[src/ddr_bridge_config.svh]
`ifndef DDR_BRIDGE_CONFIG_SVH
`define DDR_BRIDGE_CONFIG_SVH

// bus widths
`define DDR_DATA_WIDTH 128
`define DDR_ADDR_WIDTH 32           // byte address in, word address out
`define DDR_ID_WIDTH 8
`define DDR_STRB_WIDTH 16           // one bit per data byte

// queue depths
`define DDR_CMD_FIFO_DEPTH 16
`define DDR_TAG_FIFO_DEPTH 16       // caps outstanding reads
`define DDR_RD_FIFO_DEPTH 16        // keep >= tag depth, read data has no back-pressure

`endif

[src/ddr_bridge_pkg.sv]
`include "ddr_bridge_config.svh"

package ddr_bridge_pkg;

    // command as it arrives from the ram side
    typedef struct packed {
        logic [`DDR_ID_WIDTH-1:0]   id;
        logic [`DDR_ADDR_WIDTH-1:0] addr;      // byte address
        logic [`DDR_DATA_WIDTH-1:0] wr_data;
        logic [`DDR_STRB_WIDTH-1:0] wr_strb;   // 1 = byte written
        logic                       rd;
        logic                       last;
    } ram_cmd_t;

    // queued form, already in controller encoding
    typedef struct packed {
        logic [`DDR_ID_WIDTH-1:0]   id;
        logic [`DDR_ADDR_WIDTH-1:0] addr;      // word address
        logic [`DDR_DATA_WIDTH-1:0] wr_data;
        logic [`DDR_STRB_WIDTH-1:0] wr_mask;   // 1 = byte kept
        logic                       rd;
        logic                       last;
    } app_cmd_t;

    typedef struct packed {
        logic [`DDR_ADDR_WIDTH-1:0] addr;
        logic                       rd;        // 1 = read, 0 = write
        logic [`DDR_DATA_WIDTH-1:0] wr_data;
        logic [`DDR_STRB_WIDTH-1:0] wr_mask;
    } app_req_t;

    typedef struct packed {
        logic [`DDR_ID_WIDTH-1:0] id;
        logic                     last;
    } rd_tag_t;

    typedef struct packed {
        logic [`DDR_ID_WIDTH-1:0]   id;
        logic [`DDR_DATA_WIDTH-1:0] data;
        logic                       last;
    } rd_resp_t;

    typedef enum logic {ST_IDLE, ST_BUSY} fsm_state_t;

endpackage

[src/cmd_fetch.sv]
`timescale 1ns/1ps

module cmd_fetch (
    input  logic                     ui_clk,
    input  logic                     resetn,
    input  logic                     cmd_empty,
    input  ddr_bridge_pkg::app_cmd_t cmd_head,
    output logic                     cmd_pop,
    input  logic                     app_cmd_ready,
    input  logic                     app_wr_ready,
    input  logic                     tag_full,
    output logic                     app_cmd_en,
    output logic                     app_wr_en,
    output ddr_bridge_pkg::app_req_t app_req,
    output logic                     tag_push,
    output ddr_bridge_pkg::rd_tag_t  tag
);

    import ddr_bridge_pkg::*;

    fsm_state_t state;
    fsm_state_t state_next;
    logic       issue_ok;

    // reads wait for tag room, writes for the data path
    assign issue_ok = cmd_head.rd ? (app_cmd_ready && !tag_full)
                                  : (app_cmd_ready && app_wr_ready);

    assign app_req.addr    = cmd_head.addr;
    assign app_req.rd      = cmd_head.rd;
    assign app_req.wr_data = cmd_head.wr_data;
    assign app_req.wr_mask = cmd_head.wr_mask;

    assign tag.id   = cmd_head.id;
    assign tag.last = cmd_head.last;

    always_ff @(posedge ui_clk) begin
        if (!resetn) begin
            state <= ST_IDLE;
        end else begin
            state <= state_next;
        end
    end

    always_comb begin
        state_next = state;
        cmd_pop    = 1'b0;
        app_cmd_en = 1'b0;
        app_wr_en  = 1'b0;
        tag_push   = 1'b0;
        case (state)
            ST_IDLE: begin
                if (!cmd_empty) begin
                    cmd_pop    = 1'b1;      // head valid next cycle
                    state_next = ST_BUSY;
                end
            end
            ST_BUSY: begin
                if (issue_ok) begin
                    app_cmd_en = 1'b1;
                    app_wr_en  = !cmd_head.rd;
                    tag_push   = cmd_head.rd;
                    if (cmd_empty) begin
                        state_next = ST_IDLE;
                    end else begin
                        cmd_pop = 1'b1;     // fetch next while issuing
                    end
                end
            end
            default: begin
                state_next = ST_IDLE;
            end
        endcase
    end

    // a waiting command holds until it is issued
    a_held_cmd_stable: assert property (@(posedge ui_clk) disable iff (!resetn)
        (state == ST_BUSY && !app_cmd_en) |=> $stable(app_req))
        else $error("cmd_fetch: held command changed before issue");

endmodule

[config.mk]
export PLATFORM = sky130hd
export DESIGN_NAME = cmd_fetch
export DESIGN_NICKNAME = d
export VERILOG_FILES = /design/src/ddr_bridge_pkg.sv /design/src/cmd_fetch.sv
export VERILOG_INCLUDE_DIRS = /design/src
export SDC_FILE = /design/constraint.sdc
export NUM_CORES = 1
export LEC_CHECK = 0
export BUFFER_PORTS_ARGS = -buffer_cell sky130_fd_sc_hd__buf_2
export CELL_PAD_IN_SITES_DETAIL_PLACEMENT = 0
export CELL_PAD_IN_SITES_GLOBAL_PLACEMENT = 2
export CORE_AREA = 10 10 141 143
export DETAILED_ROUTE_END_ITERATION = 8
export DIE_AREA = 0 0 151 153
export PLACE_DENSITY_LB_ADDON = 0.12
export SYNTH_ARGS = -nofsm -noshare
export SYNTH_HDL_FRONTEND = slang
export SYNTH_SLANG_ARGS = --single-unit
[constraint.sdc]
create_clock -name ui_clk -period 1.2 [get_ports ui_clk]
set_input_delay 0.06 -clock ui_clk [delete_from_list [all_inputs] [get_ports ui_clk]]
set_output_delay 0.06 -clock ui_clk [all_outputs]
set_load 0.01 [all_outputs]
* After elaboration in Yosys (flattened, before gate mapping)
Cells that the tools add are included.
** Word-level totals
- Register bits :: 1
- Input port bits :: 192
- Memories :: 0
- Bits in writable memories :: 0
- Memory bits (read-only) :: 0
- Logic and storage cells :: 18
- Bits in latches :: 0
** Operators by class
- Bitwise gates (word level) :: 1
- Equal/unequal tests :: 0
- Shift operators :: 0
- Div/mod/pow operators :: 0
- Reduce and logical (&&, ||, !) cells :: 4
- Order comparisons :: 0
- Mux-type cells :: 12
- $add $sub $neg :: 0
- Multiply operators :: 0
** Operators with widths (count)
- 2-to-1 mux 1 bit :: 10
- one-hot mux 1 bit (2 select lines) :: 2
- logical AND 1 bit :: 2
- zero test 1 bit :: 2
- NOT 1 bit :: 1

* Longest topological paths before layout
- Depth in word-level cells :: 5
- Mapped depth :: 3
- Mapped depth without buffers :: 3

* Worst setup path before layout
Ideal clock, no wire load.
- Path type :: register to output
- From :: register state
- To :: output port tag_push
- Path buffers :: 0
- Required time :: 1140 ps
- Path slack :: 409 ps
- Arrival :: 731 ps
- Cell stages (with the launch flop) :: 3
- Path through :: dfxtp_1 > nand2_1 > nor3b_1
** Between the ends
- Word-level cells in the longest chain between the ends :: 1
** RTL lines
- start, declared :: RTL line cmd_fetch.sv:21 : fsm_state_t state;
- start signal, assigned :: RTL line cmd_fetch.sv:41 : state <= state_next;
- 2-to-1 mux 1 bit :: RTL line cmd_fetch.sv:51 : case (state)
- end, declared :: RTL line cmd_fetch.sv:15 : output logic tag_push,
Every way passes these cells.

* Worst setup path in the final report
- From :: input port cmd_head[1] (netlist name)
- To :: output port cmd_pop
** Between the ends
- Word-level cells in the longest chain between the ends :: 3
** RTL lines
- start, declared :: RTL line cmd_fetch.sv:7 : input ddr_bridge_pkg::app_cmd_t cmd_head,
- 2-to-1 mux 1 bit :: RTL line cmd_fetch.sv:26 : assign issue_ok = cmd_head.rd ? (app_cmd_ready && !tag_full)
- 2-to-1 mux 1 bit :: RTL line cmd_fetch.sv:59 : if (issue_ok) begin
- one-hot mux 1 bit (2 select lines) :: RTL line cmd_fetch.sv:51
- end, declared :: RTL line cmd_fetch.sv:8 : output logic cmd_pop,
Every way passes these cells.

==> results.json <==
{
  "status": "complete, no violations",
  "core_region_area_mm2": 0.0171,
  "p_switching_w": 0.0000259,
  "most_frequent_cell_after_synthesis": "sky130_fd_sc_hd__buf_4",
  "first_global_vias": 456,
  "port_buffers": 11,
  "grt_pass1_wl_um": 4360,
  "fin_setup_tns_ns": 0,
  "hold_buffers": 0,
  "worst_ir_drop_vdd_uv": 75.4,
  "dpl_cell_area_um2": 420,
  "initial_drc_count": 11,
  "syn_area_per_cell_um2": 7.48,
  "start_util": 0.0868,
  "min_period_ns": 0.857,
  "postSynth.asyncResetShare": 0,
  "cts-resized-gates": 0,
  "drt-wirelength-per-cell_um": 15.1,
  "worst_path_dominant_cell_family": "multiplexers",
  "antenna_found_initial": 0,
  "critPathSlowestCell": "sky130_fd_sc_hd__mux2i_1",
  "holdCritStartpoint": "cmd_head[2]",
  "finalInstanceArea_um2": 420,
  "timing.slew.headroom": 0.814,
  "finClkSkew_ns": 0,
  "seq_power_share": 0.465,
  "power.share.combinational": 0.535,
  "critPathCaptureType": "primary output",
  "antenna_violating_nets_left": 0,
  "synth.cell_area_mm2": 0.00148,
  "slew_viol_final": 0,
  "final_period_utilization": 0.714,
  "worst_slew_pin_slew_ns": 0.271,
  "synth_edf_count": 0,
  "rsz_0062_raised_after_global_routing": "false",
  "worst-endpoint-required_ns": 1.14,
  "finish.net_count": 217,
  "p_per_area_mw_per_mm2": 197,
  "largest-register": "state",
  "syn_nets": 390,
  "finalHoldViolCount": 0,
  "insertedDiodeCount": 0,
  "synth.top_cells.by_area": "sky130_fd_sc_hd__buf_4 94%, sky130_fd_sc_hd__dfxtp_1 1.4%, sky130_fd_sc_hd__mux2i_1 0.68%, sky130_fd_sc_hd__a31o_1 0.59%, sky130_fd_sc_hd__inv_1 0.51%",
  "element_type_at_the_critical_path_start": "primary input",
  "route.vias.total": 368,
  "grt.overflow.total": 0,
  "drc": 0,
  "hold_class": "primary input to primary output",
  "gp_congestion": 0.500,
  "place.detailed.hpwl_um": 3280,
  "synth.yosys.warnings": 0,
  "largest_register_ffs": 1,
  "drt-total-wl_um": 3750,
  "path_buf_inv": 2,
  "crit-reg2reg-launch": "state$_SDFF_PN0_",
  "ys_ff_latch": 1,
  "routed_via_density": 1.48,
  "fmax_mhz": 1170,
  "setup_viol_count_final": 0,
  "die_w_um": 151,
  "die_height_um": 153,
  "worstSetupStartpoint": "cmd_head[1]",
  "core.rowCount": 48,
  "area_growth_pct": -71.6,
  "drtPass1Iterations": 2,
  "reg_top3": "state: 1 flops",
  "die_area_mm2": 0.0231,
  "timing.hold.ws_ns": 0.120,
  "drv_cap": 0,
  "post-cts-setup-buffers": 0,
  "synth.lib_cells_used.distinct": 12,
  "drive_gt1_frac": 0.478,
  "timing.critical_path.fanout_max": 4,
  "synthFlopType": "sky130_fd_sc_hd__dfxtp_1",
  "clock_latency_on_the_worst_skew_pair_ns": 0,
  "grt_max_degree": 5,
  "synth_seq_area_share": 0.0135,
  "worst-setup-path-type": "primary input to primary output",
  "worst-endpoint-arrival_ns": 0.80,
  "post_synthesis_instance_total": 198,
  "leakage_nw": 0.0848,
  "synth_top_area_cell": "sky130_fd_sc_hd__buf_4",
  "groute.usage.overall": 0.0275,
  "crit_chain": "buf_2 > mux2i_1 > a31o_1 > buf_2",
  "crit_path_max_incr_delay_ns": 0.30,
  "num_io_pins": 382,
  "post_route_utilization": 0.0246,
  "part_of_the_total_power_dissipated_in_the_clock_network": 0,
  "yosys-top-cells-count": "186 x sky130_fd_sc_hd__buf_4, 2 x sky130_fd_sc_hd__inv_1",
  "worst_path_most_repeated_cell": "sky130_fd_sc_hd__buf_2",
  "synth_top_area_share": 0.943,
  "power.switching_fraction": 0.312,
  "cellInternalPower_w": 0.0000569
}
==> routing by layer <==
metal | GRT usage | vias up | wire (um) | part of all wire
li1 | - | 64 | - | -
met1 | 0.00792 | 105 | 405 | 0.11
met2 | 0.0286 | 97 | 1130 | 0.30
met3 | 0.0298 | 102 | 1120 | 0.30
met4 | 0.0789 | 0 | 1090 | 0.29
met5 | 0 | - | 0 | 0
==> cell usage in the layout, fill, tap and decap left out, drive strengths merged <==
cell,instances
a31o,1
o21ai,1
a31oi,1
mux2i,1
nor3,1
dfxtp,1
inv,2
nor2b,1
buf,11
nand2,1
nor3b,1
nor2,1
==> power by group through the flow <==
stage	sequential, W	combinational [W]	clock (W)
after floorplan	0.0000380	0.000657	0
after global placement	0.0000384	0.0000467	0
after detailed placement	0.0000384	0.0000460	0
after CTS	0.0000384	0.0000462	0
after global routing	0.0000386	0.0000512	0
final	0.0000385	0.0000442	0
==> metrics by stage <==
stage | worst slack (ns) | std cells | power [W]
finish | 0.343 | 248 | 0.0000828
global route | 0.230 | 248 | 0.0000897
CTS | 0.311 | 248 | 0.0000846
detailed placement | 0.314 | 248 | 0.0000844
global placement | 0.310 | 248 | 0.0000851
floorplan | 0.409 | 198 | 0.000695
==> final cells by class <==
cell class | count | area [um^2]
Fill cell | 2075 | 16600
Inverter | 2 | 7.51
Multi-Input combinational cell | 9 | 56.3
Sequential cell | 1 | 20.0
Tap cell | 225 | 282
Timing Repair Buffer | 11 | 55.1
==> worst paths after layout <==
path / slack [ns] / endpoint / depth (start not counted)
worst max-delay path: 0.34 / cmd_pop / 4
worst min-delay path: 0.12 / app_req[0] / 0
worst max register to register: 0.55 / state$_SDFF_PN0_ / 2
worst min register to register: 0.56 / state$_SDFF_PN0_ / 2
==> kinds of logic (layout without fill, tap and decap cells) <==
group | count (synthesis) | count (layout) | synth area share
AO/OA/AOI/OAI | 3 | 3 | 0.0135
buffers and inverters | 188 | 13 | 0.948
flip-flops | 1 | 1 | 0.0135
multiplexers | 1 | 1 | 0.00676
AND/OR/NAND/NOR | 5 | 5 | 0.0177
Note: power is estimated with default switching activity, not from simulation.
