**src/sync_fifo.sv**
```systemverilog
`timescale 1ns/1ps

module sync_fifo #(
    parameter type payload_t = logic [7:0],
    parameter int  DEPTH     = 16
) (
    input  logic     ui_clk,
    input  logic     resetn,
    input  logic     wr_en,
    input  payload_t wr_data,
    input  logic     rd_en,
    output payload_t rd_data,
    output logic     empty,
    output logic     full
);

    localparam int PTR_W = (DEPTH > 1) ? $clog2(DEPTH) : 1;
    localparam int CNT_W = $clog2(DEPTH + 1);

    payload_t         mem [DEPTH];
    logic [PTR_W-1:0] wr_ptr;
    logic [PTR_W-1:0] rd_ptr;
    logic [CNT_W-1:0] count;

    function automatic logic [PTR_W-1:0] ptr_next(input logic [PTR_W-1:0] ptr);
        return (ptr == PTR_W'(DEPTH - 1)) ? '0 : ptr + 1'b1;  // wraps for any depth
    endfunction

    assign empty = (count == '0);
    assign full  = (count == CNT_W'(DEPTH));

    always_ff @(posedge ui_clk) begin
        if (!resetn) begin
            wr_ptr <= '0;
            rd_ptr <= '0;
            count  <= '0;
        end else begin
            if (wr_en) begin
                wr_ptr <= ptr_next(wr_ptr);
            end
            if (rd_en) begin
                rd_ptr <= ptr_next(rd_ptr);
            end
            case ({wr_en, rd_en})
                2'b10:   count <= count + 1'b1;
                2'b01:   count <= count - 1'b1;
                default: count <= count;
            endcase
        end
    end

    // head word is registered on the pop and held until the next one
    always_ff @(posedge ui_clk) begin
        if (wr_en) begin
            mem[wr_ptr] <= wr_data;
        end
        if (rd_en) begin
            rd_data <= mem[rd_ptr];
        end
    end

    a_no_overflow: assert property (@(posedge ui_clk) disable iff (!resetn)
        wr_en |-> !full)
        else $error("sync_fifo: push while full");

    a_no_underflow: assert property (@(posedge ui_clk) disable iff (!resetn)
        rd_en |-> !empty)
        else $error("sync_fifo: pop while empty");

endmodule

```
**config.mk**
```make
export PLATFORM = sky130hd
export DESIGN_NAME = sync_fifo
export DESIGN_NICKNAME = d
export VERILOG_FILES = /design/src/sync_fifo.sv
export SDC_FILE = /design/constraint.sdc
export NUM_CORES = 1
export LEC_CHECK = 0
export BUFFER_PORTS_ARGS = -buffer_cell sky130_fd_sc_hd__clkbuf_2
export CORE_ASPECT_RATIO = 1.25
export CORE_MARGIN = 2
export CORE_UTILIZATION = 69
export CTS_BUF_LIST = sky130_fd_sc_hd__clkbuf_2 sky130_fd_sc_hd__clkbuf_4 sky130_fd_sc_hd__clkbuf_8
export CTS_CLUSTER_DIAMETER = 150
export DETAILED_ROUTE_END_ITERATION = 7
export GPL_ROUTABILITY_DRIVEN = 0
export PLACE_DENSITY_LB_ADDON = 0.25
export SYNTH_ARGS = -nofsm -noshare
export SYNTH_HDL_FRONTEND = slang
export SYNTH_SLANG_ARGS = --single-unit
```
**constraint.sdc**
```tcl
create_clock -name ui_clk -period 5.2 [get_ports ui_clk]
set_clock_uncertainty 0.15 [all_clocks]
set_input_delay 1.04 -clock ui_clk [delete_from_list [all_inputs] [get_ports ui_clk]]
set_output_delay 1.04 -clock ui_clk [all_outputs]
set_load 0.1 [all_outputs]
```
# == Yosys cells after proc, flatten, opt, wreduce, memory -nomap -nowiden ==
# Memory sizes are Yosys's and may differ from the RTL's. A register that Yosys moved wholly into a read port is not among the register bits.
# Cells that the tools add are included.
# W data, S select, Z words.
# word_totals
memories,1
register_bits,13
ram_bits,128
output_inout_bits,10
# op_classes
add_sub_neg,4
n_eq_ne,5
mux,5
n_reduce_logical,2
# memory_table
memory,depth,width,rd,rd_ports_with_merged_regs,write_ports,line_no,rtl
mem,16,8,1,1,1,20,payload_t mem [DEPTH];
# op_table
cell,count
$pmux W5 S2,1
$add A4 B1 Y4 const B,2
$eq A4 B4 Y1 const B,2
$mux W4,2
$add A5 B1 Y5 const B,1
$eq A5 B5 Y1 const B,1
$logic_not A5 Y1,1
$sub A5 B1 Y5 const B,1
$eq A2 B1 Y1 const B,1
$eq A2 B2 Y1 const B,1
$mux W1,2
$reduce_bool A2 Y1,1

# == Logic depth before layout (Yosys ltp) ==
# Gate-level depths: netlist of run 1.
# depth
depth_word,2
depth_mapped,10

# == Worst setup path before layout of run 1 ==
# OpenSTA, ideal clock, no wires.
# synth_path
path_type,reg-to-output
startpoint,register count[1]
endpoint,output port empty
arrival_ns,2.006
path_stages_with_launch,3
t_required_ns,4.010
path_slack_ns,2.004
path_buffers,0
path_cell_list,dfxtp_1 nor4_1 nor2b_1
# synth_via
elab_chain_len,1
# synth_lines
element,line_no,rtl
start: declaration,23,logic [CNT_W-1:0] count;
start signal: assignment,45,2'b10: count <= count + 1'b1;
start signal: assignment,46,2'b01: count <= count - 1'b1;
start signal: assignment,47,default: count <= count;
$logic_not A5 Y1,29,assign empty = (count == '0);
end: declaration,13,"output logic empty,"
# No other way between the ends.

# == Final worst setup path of run 1 ==
# layout_path
startpoint,register count[0]
endpoint,output port empty
# Same word-level chain as after synthesis.

==> flow_results.org, run 1 <==
** Power and ir drop
- For this design the ratio of total power to cell area is 372 mW/mm².
- VDD sags by at most 344 µV.
- Static power due to leakage :: 2.21 nW
- Total power :: 2.49 mW

** Worst setup path
- Critical register-to-register path endpoint :: rd_data[2]
- For the worst setup path, the data required time is 4010 ps.
- The most critical setup path has its startpoint at count[0].
- On the critical path, the stage with the largest delay is an instance of clkbuf_2.
- Crit path cell chain :: nor4_1, nor2b_1, clkbuf_2
- R2R Setup Slk :: 2640 ps
- STA classifies the critical path endpoint as an output pin.
- Data arrives at the worst endpoint at 1820 ps.
- Worst R2R Start :: rd_ptr[2]
- Of all nets on the critical path, the largest fanout is 5.
- Sort of element at the start of the critical path :: flop
- The largest single stage delay on the critical path is 460 ps.
- Type of the worst setup path :: reg -> out
- The number of cells on the worst reg-to-reg path is 5.

** GRT
- For this run the aggregate overflow at the end of global routing stands at 0.
- Entering global routing, the biggest net connects 37 pins.
- The first global-routing pass estimated 16300 µm of wire.
- Number of antenna violations at the first check in global routing :: 0
- Global routing used 24.2% of the available tracks across all layers.
- Number of global-route vias before repair :: 3128

** STA
- Time the final worst path needs with I/O delays and setup :: 3010 ps
- Number of setup violations in the final report :: 0
- Sum Neg Setup Slack :: 0 ps
- Final Hold Vio Count :: 0
- Worst-Margin Slew :: 776 ps
- Max-slew violations :: 0
- For this run, the top clock speed supported by timing is 332 MHz.
- Setup repair after global routing left no endpoint under its margin.
- Share of the clock period used by the worst path :: 57.9%
- Max-Slew Margin vs Limit :: 48.2%

** Floorplan
- The floorplan step set the die height to 109 µm.
- Width of the die :: 88.3 µm
- Die outline area :: 0.00965 mm²
- The initial utilization of the core area, before any placement, comes to 70.8%.
- Io pins :: 22
- The floorplan has 38 rows.
- In this run the standard cell core region covers 0.00865 mm².

** Synth
- Of the post-synthesis cell area, the dominant cell type holds 66.7%.
- Each instance of the synthesized netlist takes up on average 18.6 µm².
- Of all flip-flops after synthesis, the portion carrying an async set or reset was 0%.
- Of all cell types, the one taking the most synthesized area is edfxtp_1.
- Top cell types by occurrence after synthesis :: edfxtp_1, and2_1, mux4_2, mux4_1
- In the synthesized netlist the dominant register cell turns out to be edfxtp_1.
- The cell count after synthesis came out at 330.
- Counting distinct cell types in the post-synthesis netlist gives 38.
- Number of flops mapped to enable cells by yosys :: 136
- Seq cells post-synth :: 149
- Summing every instance area after synthesis gives 0.00613 mm².
- During synthesis, Yosys emitted a total of 0 warnings.
- Sequential element share of the synthesized area :: 70.9%
- Synthesis produced a netlist with a net count of 351.
- Most frequently used cell type in the post-synthesis netlist :: edfxtp_1
- Top post-synthesis cells by area :: edfxtp_1, mux4_1, mux4_2, dfxtp_1, and2_1

** Finish
- Fraction of layout instances using a drive strength above 1 :: 19.6%
- The multi-input combinational cells in the finished layout cover a total of 0.00164 mm².
- Layout area overhead :: 9.31%
- The layout has 475 filler cells.
- The finished layout holds 488 standard cells, fillers aside.
- Final Cell Area :: 0.00670 mm²
- 0 antenna diodes ended up in the layout.
- The sequential cells in the finished layout cover a total of 0.00435 mm².
- Number of nets in the layout :: 376

** Routing
- After detailed routing, the number of remaining DRC violations is 0.
- Number of optimization iterations in the first detailed-route pass :: 5
- In the routed layout, each cell is associated on average with a via count of 6.14.
- For this block, the initial DRC count from the detailed router was 298.
- Routed Wire Length :: 10400 µm
- For this block, the via count after detailed routing is 2998.
- The detail route stage leaves a number of antenna-violating nets equal to 0.
- Drt wl/cell :: 21.3 µm

** Clock tree
- CTS placed an instance of clkbuf_8 at the clock tree root.
- TritonCTS clock tree :: yes
- H-tree Lvls :: 4
- After clock tree synthesis, the clock-pin slew on the worst setup and hold paths is 80 ps.
- Sinks on Clock Net :: 149
- Clock tree synthesis inserted a total of 17 buffers.
- In this run, post-CTS repair resized a total of 0 instances.
- Buffers inserted during post-CTS setup optimization :: 0
- Number of hold-repair buffers added at the cts stage :: 0
- No sink is reached through more buffers than the 2 on the longest clock path.
- The clock reaches the later pin of the worst-skew pair after 420 ps.

** Placement
- Including well taps, the total number of placed cells is 456.
- Buffers added on ports :: 21
- Half-perimeter wire length after placement :: 6620 µm
- The placed instances occupy a cell area of 0.00628 mm².

** Run status
- The flow ran to the end, and the final reports show no timing, DRC or antenna violations.

** Hold path
- Counting instances, the worst hold path has a depth of 2.
- For hold timing, the worst endpoint is count[3].
- Hold WC Path Type :: reg -> reg
- Hold Crit Start :: count[3]

** Flow run
- Reported max-cap violation count :: 0
[final cells by class]
cell class                      count  area share, %
Clock inverter                     15           2.67
Tap cell                          120           2.24
Sequential cell                   149           64.9
Inverter                            6          0.336
Timing Repair Buffer               24           1.91
Clock buffer                       17           3.49
Multi-Input combinational cell    157           24.5
[through the flow]
step / worst slack [ps] / util, % / hold WS [ps]
after floorplan: 2000 / - / 356
after global placement: 2030 / 72.6 / 395
after detailed placement: 1880 / 72.6 / 404
after CTS: 2180 / 77.4 / 411
after global routing: 2010 / 77.4 / 474
final: 2190 / 77.4 / 409
[power breakdown]
| part | switching, mW | total [mW] | internal [mW] |
|---|---|---|---|
| Combinational | 0.159 | 0.232 | 0.0730 |
| Sequential | 0.0224 | 1.35 | 1.33 |
| Clock | 0.425 | 0.902 | 0.477 |
| Total | 0.606 | 2.49 | 1.88 |
[layout by cell type (no fill, tap or decap), drive strengths merged, types with 3 or more instances in the layout]
master / count
a211oi: 9
a21oi: 13
and2: 18
buf: 3
bufinv: 3
clkbuf: 38
clkinv: 5
clkinvlp: 4
dfxtp: 13
edfxtp: 136
ha: 9
inv: 9
mux2i: 11
mux4: 32
nand2: 7
nand3: 3
nand4b: 3
nor2: 11
nor2b: 9
o21ai: 4
or3: 3
xor2: 4
[metal layers]
| metal | part of all wire, % | global-route usage, % |
|---|---|---|
| met5 | 0 | 0 |
| met4 | 1.4 | 11.6 |
| met3 | 5.5 | 6.16 |
| met2 | 52 | 37.6 |
| met1 | 42 | 32.6 |
[how the worst max path moves through the flow]
stage,slack [ps],end,depth (start not counted)
after detailed placement,1880,count[4],8
after global routing,2010,count[4],8
after global placement,2030,count[4],8
final,2190,empty,3
after floorplan,2000,empty,2
after CTS,2180,empty,3
[sequential cells by signal, indices dropped and copies added, names as in the netlist]
| signal | count |
|---|---|
| rd_ptr | 4 |
| mem | 128 |
| count | 5 |
| rd_data | 8 |
| wr_ptr | 4 |
[cell families (layout without fill, tap and decap cells)]
family	Yosys count	after routing	share of synthesized area (%)
buffers and inverters	24	62	2.35
and+or+nand+nor	65	65	6.03
xor gates and xnor gates	5	5	0.715
DFF	149	149	70.9
muxes	43	43	14.5
adders and majority gates	9	9	1.84
AOI/OAI and AO/OA	35	35	3.68
[critical path, delay by kind of cell, from the launching register on]
family	cells	cell delay, ps
AND/OR/NAND/NOR	2	580
buffers and inverters	1	460
flip-flops	1	360
(Power assumes the default switching activity.)
==> run 2: changes to the inputs <==
--- a/config.mk
+++ b/config.mk
@@ -8,7 +8,7 @@
 export BUFFER_PORTS_ARGS = -buffer_cell sky130_fd_sc_hd__clkbuf_2
 export CORE_ASPECT_RATIO = 1.25
 export CORE_MARGIN = 2
-export CORE_UTILIZATION = 69
+export CORE_UTILIZATION = 64
 export CTS_BUF_LIST = sky130_fd_sc_hd__clkbuf_2 sky130_fd_sc_hd__clkbuf_4 sky130_fd_sc_hd__clkbuf_8
 export CTS_CLUSTER_DIAMETER = 150
 export DETAILED_ROUTE_END_ITERATION = 7
==> constraint.sdc (replaced) <==
create_clock -name ui_clk -period 3 [get_ports ui_clk]
set_clock_uncertainty 0.15 [all_clocks]
set_input_delay 0.6 -clock ui_clk [delete_from_list [all_inputs] [get_ports ui_clk]]
set_output_delay 0.6 -clock ui_clk [all_outputs]
set_load 0.1 [all_outputs]
==> run 2 against run 1 <==
  * Worst hold slack worse by 57 ps
  * Clock power up 64%
  * Sequential share of layout area down 0.17 points
  * Highest routed layer unchanged
==> flow_results.org, run 2 (synthesized netlist as in run 1, its figures left out) <==
** Run status
- Result of the run: complete, no violations (unchanged).

** Finish
- Non-filler instance count after layout :: 494 (was 488)
- The net total in the final layout was 379 (was 376).
- Most frequent cells in the layout :: edfxtp_1, clkbuf_2, and2_1 (unchanged)
- Top flop regs: mem (128), rd_data (8), count (5) (unchanged).
- Max FFs per register :: 128 (unchanged)
- Fraction of layout instances using a drive strength above 1 :: 20.8% (was 19.6%)
- Final Cell Area :: 0.00671 mm² (was 0.00670 mm²)
- The number of antenna cells inserted was 0 (unchanged).
- The end-of-flow core utilization came to 72.8% (was 77.4%).
- Layout area overhead :: 9.60% (was 9.31%)
- Leading cell type in the layout, fill and taps excluded :: edfxtp_1 (unchanged)
- The multi-input gate area in the final layout came to 0.00164 mm² (unchanged).
- Sequential standard cell area :: 0.00435 mm² (unchanged)
- The filler cell count is 553 (was 475).
- Most flop-heavy register :: mem (unchanged)

** Worst setup path
- The logic depth of the worst register-to-register path was 4 (was 5).
- Kind of end point of the critical path :: output pin (unchanged)
- CP Max Fanout :: 7 (was 5)
- Crit path cell chain :: nor4_1, nor2b_1, clkbuf_2 (unchanged)
- Worst R2R Start :: rd_ptr[0] (was rd_ptr[2])
- Critical path data arrival time :: 1870 ps (was 1820 ps)
- CP max stage cell :: clkbuf_2 (unchanged)
- Sort of element at the start of the critical path :: flop (unchanged)
- Critical register-to-register path endpoint :: rd_data[0] (was rd_data[2])
- The worst setup path category is reg -> out (unchanged).
- The largest incremental delay on the critical path was 460 ps (about the same).
- Required time reported for the critical path endpoint :: 2250 ps (was 4010 ps)
- The minimum setup slack among reg-to-reg paths is 680 ps (was 2640 ps).

** Floorplan
- Cell Rows :: 39 (was 38)
- Io pins :: 22 (unchanged)
- Core Footprint :: 0.00922 mm² (was 0.00865 mm²)
- Die outline area :: 0.0104 mm² (was 0.00965 mm²)
- The starting utilization of the core area was 66.4% (was 70.8%).
- Width of the die :: 91.5 µm (was 88.3 µm)
- The chip height came to 113 µm (was 109 µm).

** Routing
- The total DRC errors in the routed layout is 0 (unchanged).
- The number of antenna-violating nets in the routed design was 0 (unchanged).
- Vias per cell :: 6.07 (was 6.14)
- Number of optimization iterations in the first detailed-route pass :: 4 (was 5)
- The count of vias placed by the detailed router is 2997 (was 2998).
- Drt initial violations :: 346 (was 298)
- The detail-routed net length per standard cell was 21.5 µm (was 21.3 µm).
- Routed Wire Length :: 10600 µm (was 10400 µm)

** GRT
- Number of antenna violations at the first check in global routing :: 0 (unchanged)
- Total congestion overflow after global routing :: 0 (unchanged)
- Met1 capacity usage during global routing :: 30.0% (was 32.6%)
- Number of global-route vias before repair :: 3073 (was 3128)
- The most used routing layer in global routing was met2 (unchanged).
- Global-route wire length before repair :: 16700 µm (was 16300 µm)
- Largest net degree at the start of global routing :: 33 (was 37)
- Met2 usage in global routing :: 36.9% (was 37.6%)
- The met3 usage in global routing came to 5.22% (was 6.16%).
- All-layer global routing usage :: 22.4% (was 24.2%)

** STA
- RSZ-0062 raised after global routing: false (unchanged).
- The number of pins exceeding their max-slew limit in the final report was 0 (unchanged).
- The final critical path takes up 87.4% of the cycle.
- The setup violation total in the final timing report is 0 (unchanged).
- The sum of negative setup slack came to 0 ps (unchanged).
- Max-Slew Margin vs Limit :: 51.0% (was 48.2%)
- Time the final worst path needs with I/O delays and setup :: 2620 ps
- Fin Hold WS :: 352 ps (was 409 ps)
- Timing would allow up to 382 MHz.
- Worst-Margin Slew :: 734 ps (was 776 ps)
- Final Hold Vio Count :: 0 (unchanged)

** Clock tree
- The number of buffers added for setup after CTS was 0 (unchanged).
- The number of sinks driven by the clock tree was 149 (unchanged).
- The count of cells resized by post-cts repair was 0 (unchanged).
- The number of H-tree levels was 4 (unchanged).
- The maximum buffer depth of the clock tree is 2 (unchanged).
- The number of buffers inserted for hold repair after clock tree synthesis is 0 (unchanged).
- The register clock-pin slew on the reported worst setup and hold paths was 80 ps (about the same).
- The latest clock arrival within the worst-skew pair is 440 ps (was 420 ps).
- Cell at the root of the clock tree :: clkbuf_8 (unchanged)
- The CTS tree is yes (unchanged).
- The number of buffers added by the clock tree synthesis step is 17 (unchanged).

** Power and ir drop
- The areal power density over the cells is 631 mW/mm² (was 372 mW/mm²).
- The maximum resistive drop on vdd was 495 µV (was 344 µV).
- Static power due to leakage :: 2.23 nW (was 2.21 nW)

** Flow run
- The number of max-capacitance violations reported came to 0 (unchanged).

** Hold path
- The worst hold path stage count is 3 (was 2).
- The capture endpoint of the worst hold path is wr_ptr[1] (was count[3]).
- Hold WC Path Type :: in -> reg (was reg -> reg)
- Hold Crit Start :: wr_en (was count[3])

** Placement
- Placed instance count :: 462 (was 456)
- The area of placed instances came to 0.00632 mm² (was 0.00628 mm²).
- The detailed placement HPWL is 7160 µm (was 6620 µm).
- The number of buffer cells added on primary ports is 21 (unchanged).
-- run 2: changes by cell type in the layout (fill, tap and decap cells not counted), sizes merged --
cell,delta
buf,+3
clkinv,+3
clkinvlp,-1
inv,-1
bufinv,-1
-- run 2: worst max path at each step --
stage / startpoint / endpoint / slack [ps]
6_report: count[1] / empty / 380
5_1_grt: count[1] / empty / 280
4_1_cts: count[1] / empty / 350
3_5_place_dp: wr_en / count[4] / 240
3_3_place_gp: wr_en / count[4] / 350
2_1_floorplan: count[1] / empty / 240
-- run 2: final cells by class --
| type | instances | area share [%] |
|---|---|---|
| clock buffers | 17 | 3.48 |
| multi-input cells | 157 | 24.4 |
| flip-flops and latches | 149 | 64.7 |
| repair buffers | 27 | 2.42 |
| clock inverters | 15 | 2.35 |
| inverters | 6 | 0.335 |
| well taps | 123 | 2.29 |
-- run 2: through the flow --
stage | setup slack (ps) | power (mW)
floorplan | 244 | 2.71
global placement | 348 | 2.80
detailed placement | 241 | 2.81
CTS | 347 | 4.26
global route | 281 | 4.37
finish | 379 | 4.24
-- run 2: metal layers --
metal	vias to the layer above	wire [µm]
met1	1525	4270
met4	0	136
met5	-	0
met2	77	5610
met3	11	585
li1	1384	-
-- run 2: worst max-delay path, delay by kind of cell, from the launching register on --
family | cells | cell delay (ps)
buffers and inverters | 1 | 460
flip-flops | 1 | 380
AND/OR/NAND/NOR | 2 | 590
-- run 2: power breakdown --
part | switching [mW] | internal [mW]
registers | 0.0359 | 2.31
clock network | 0.735 | 0.743
logic | 0.281 | 0.131
total | 1.05 | 3.18
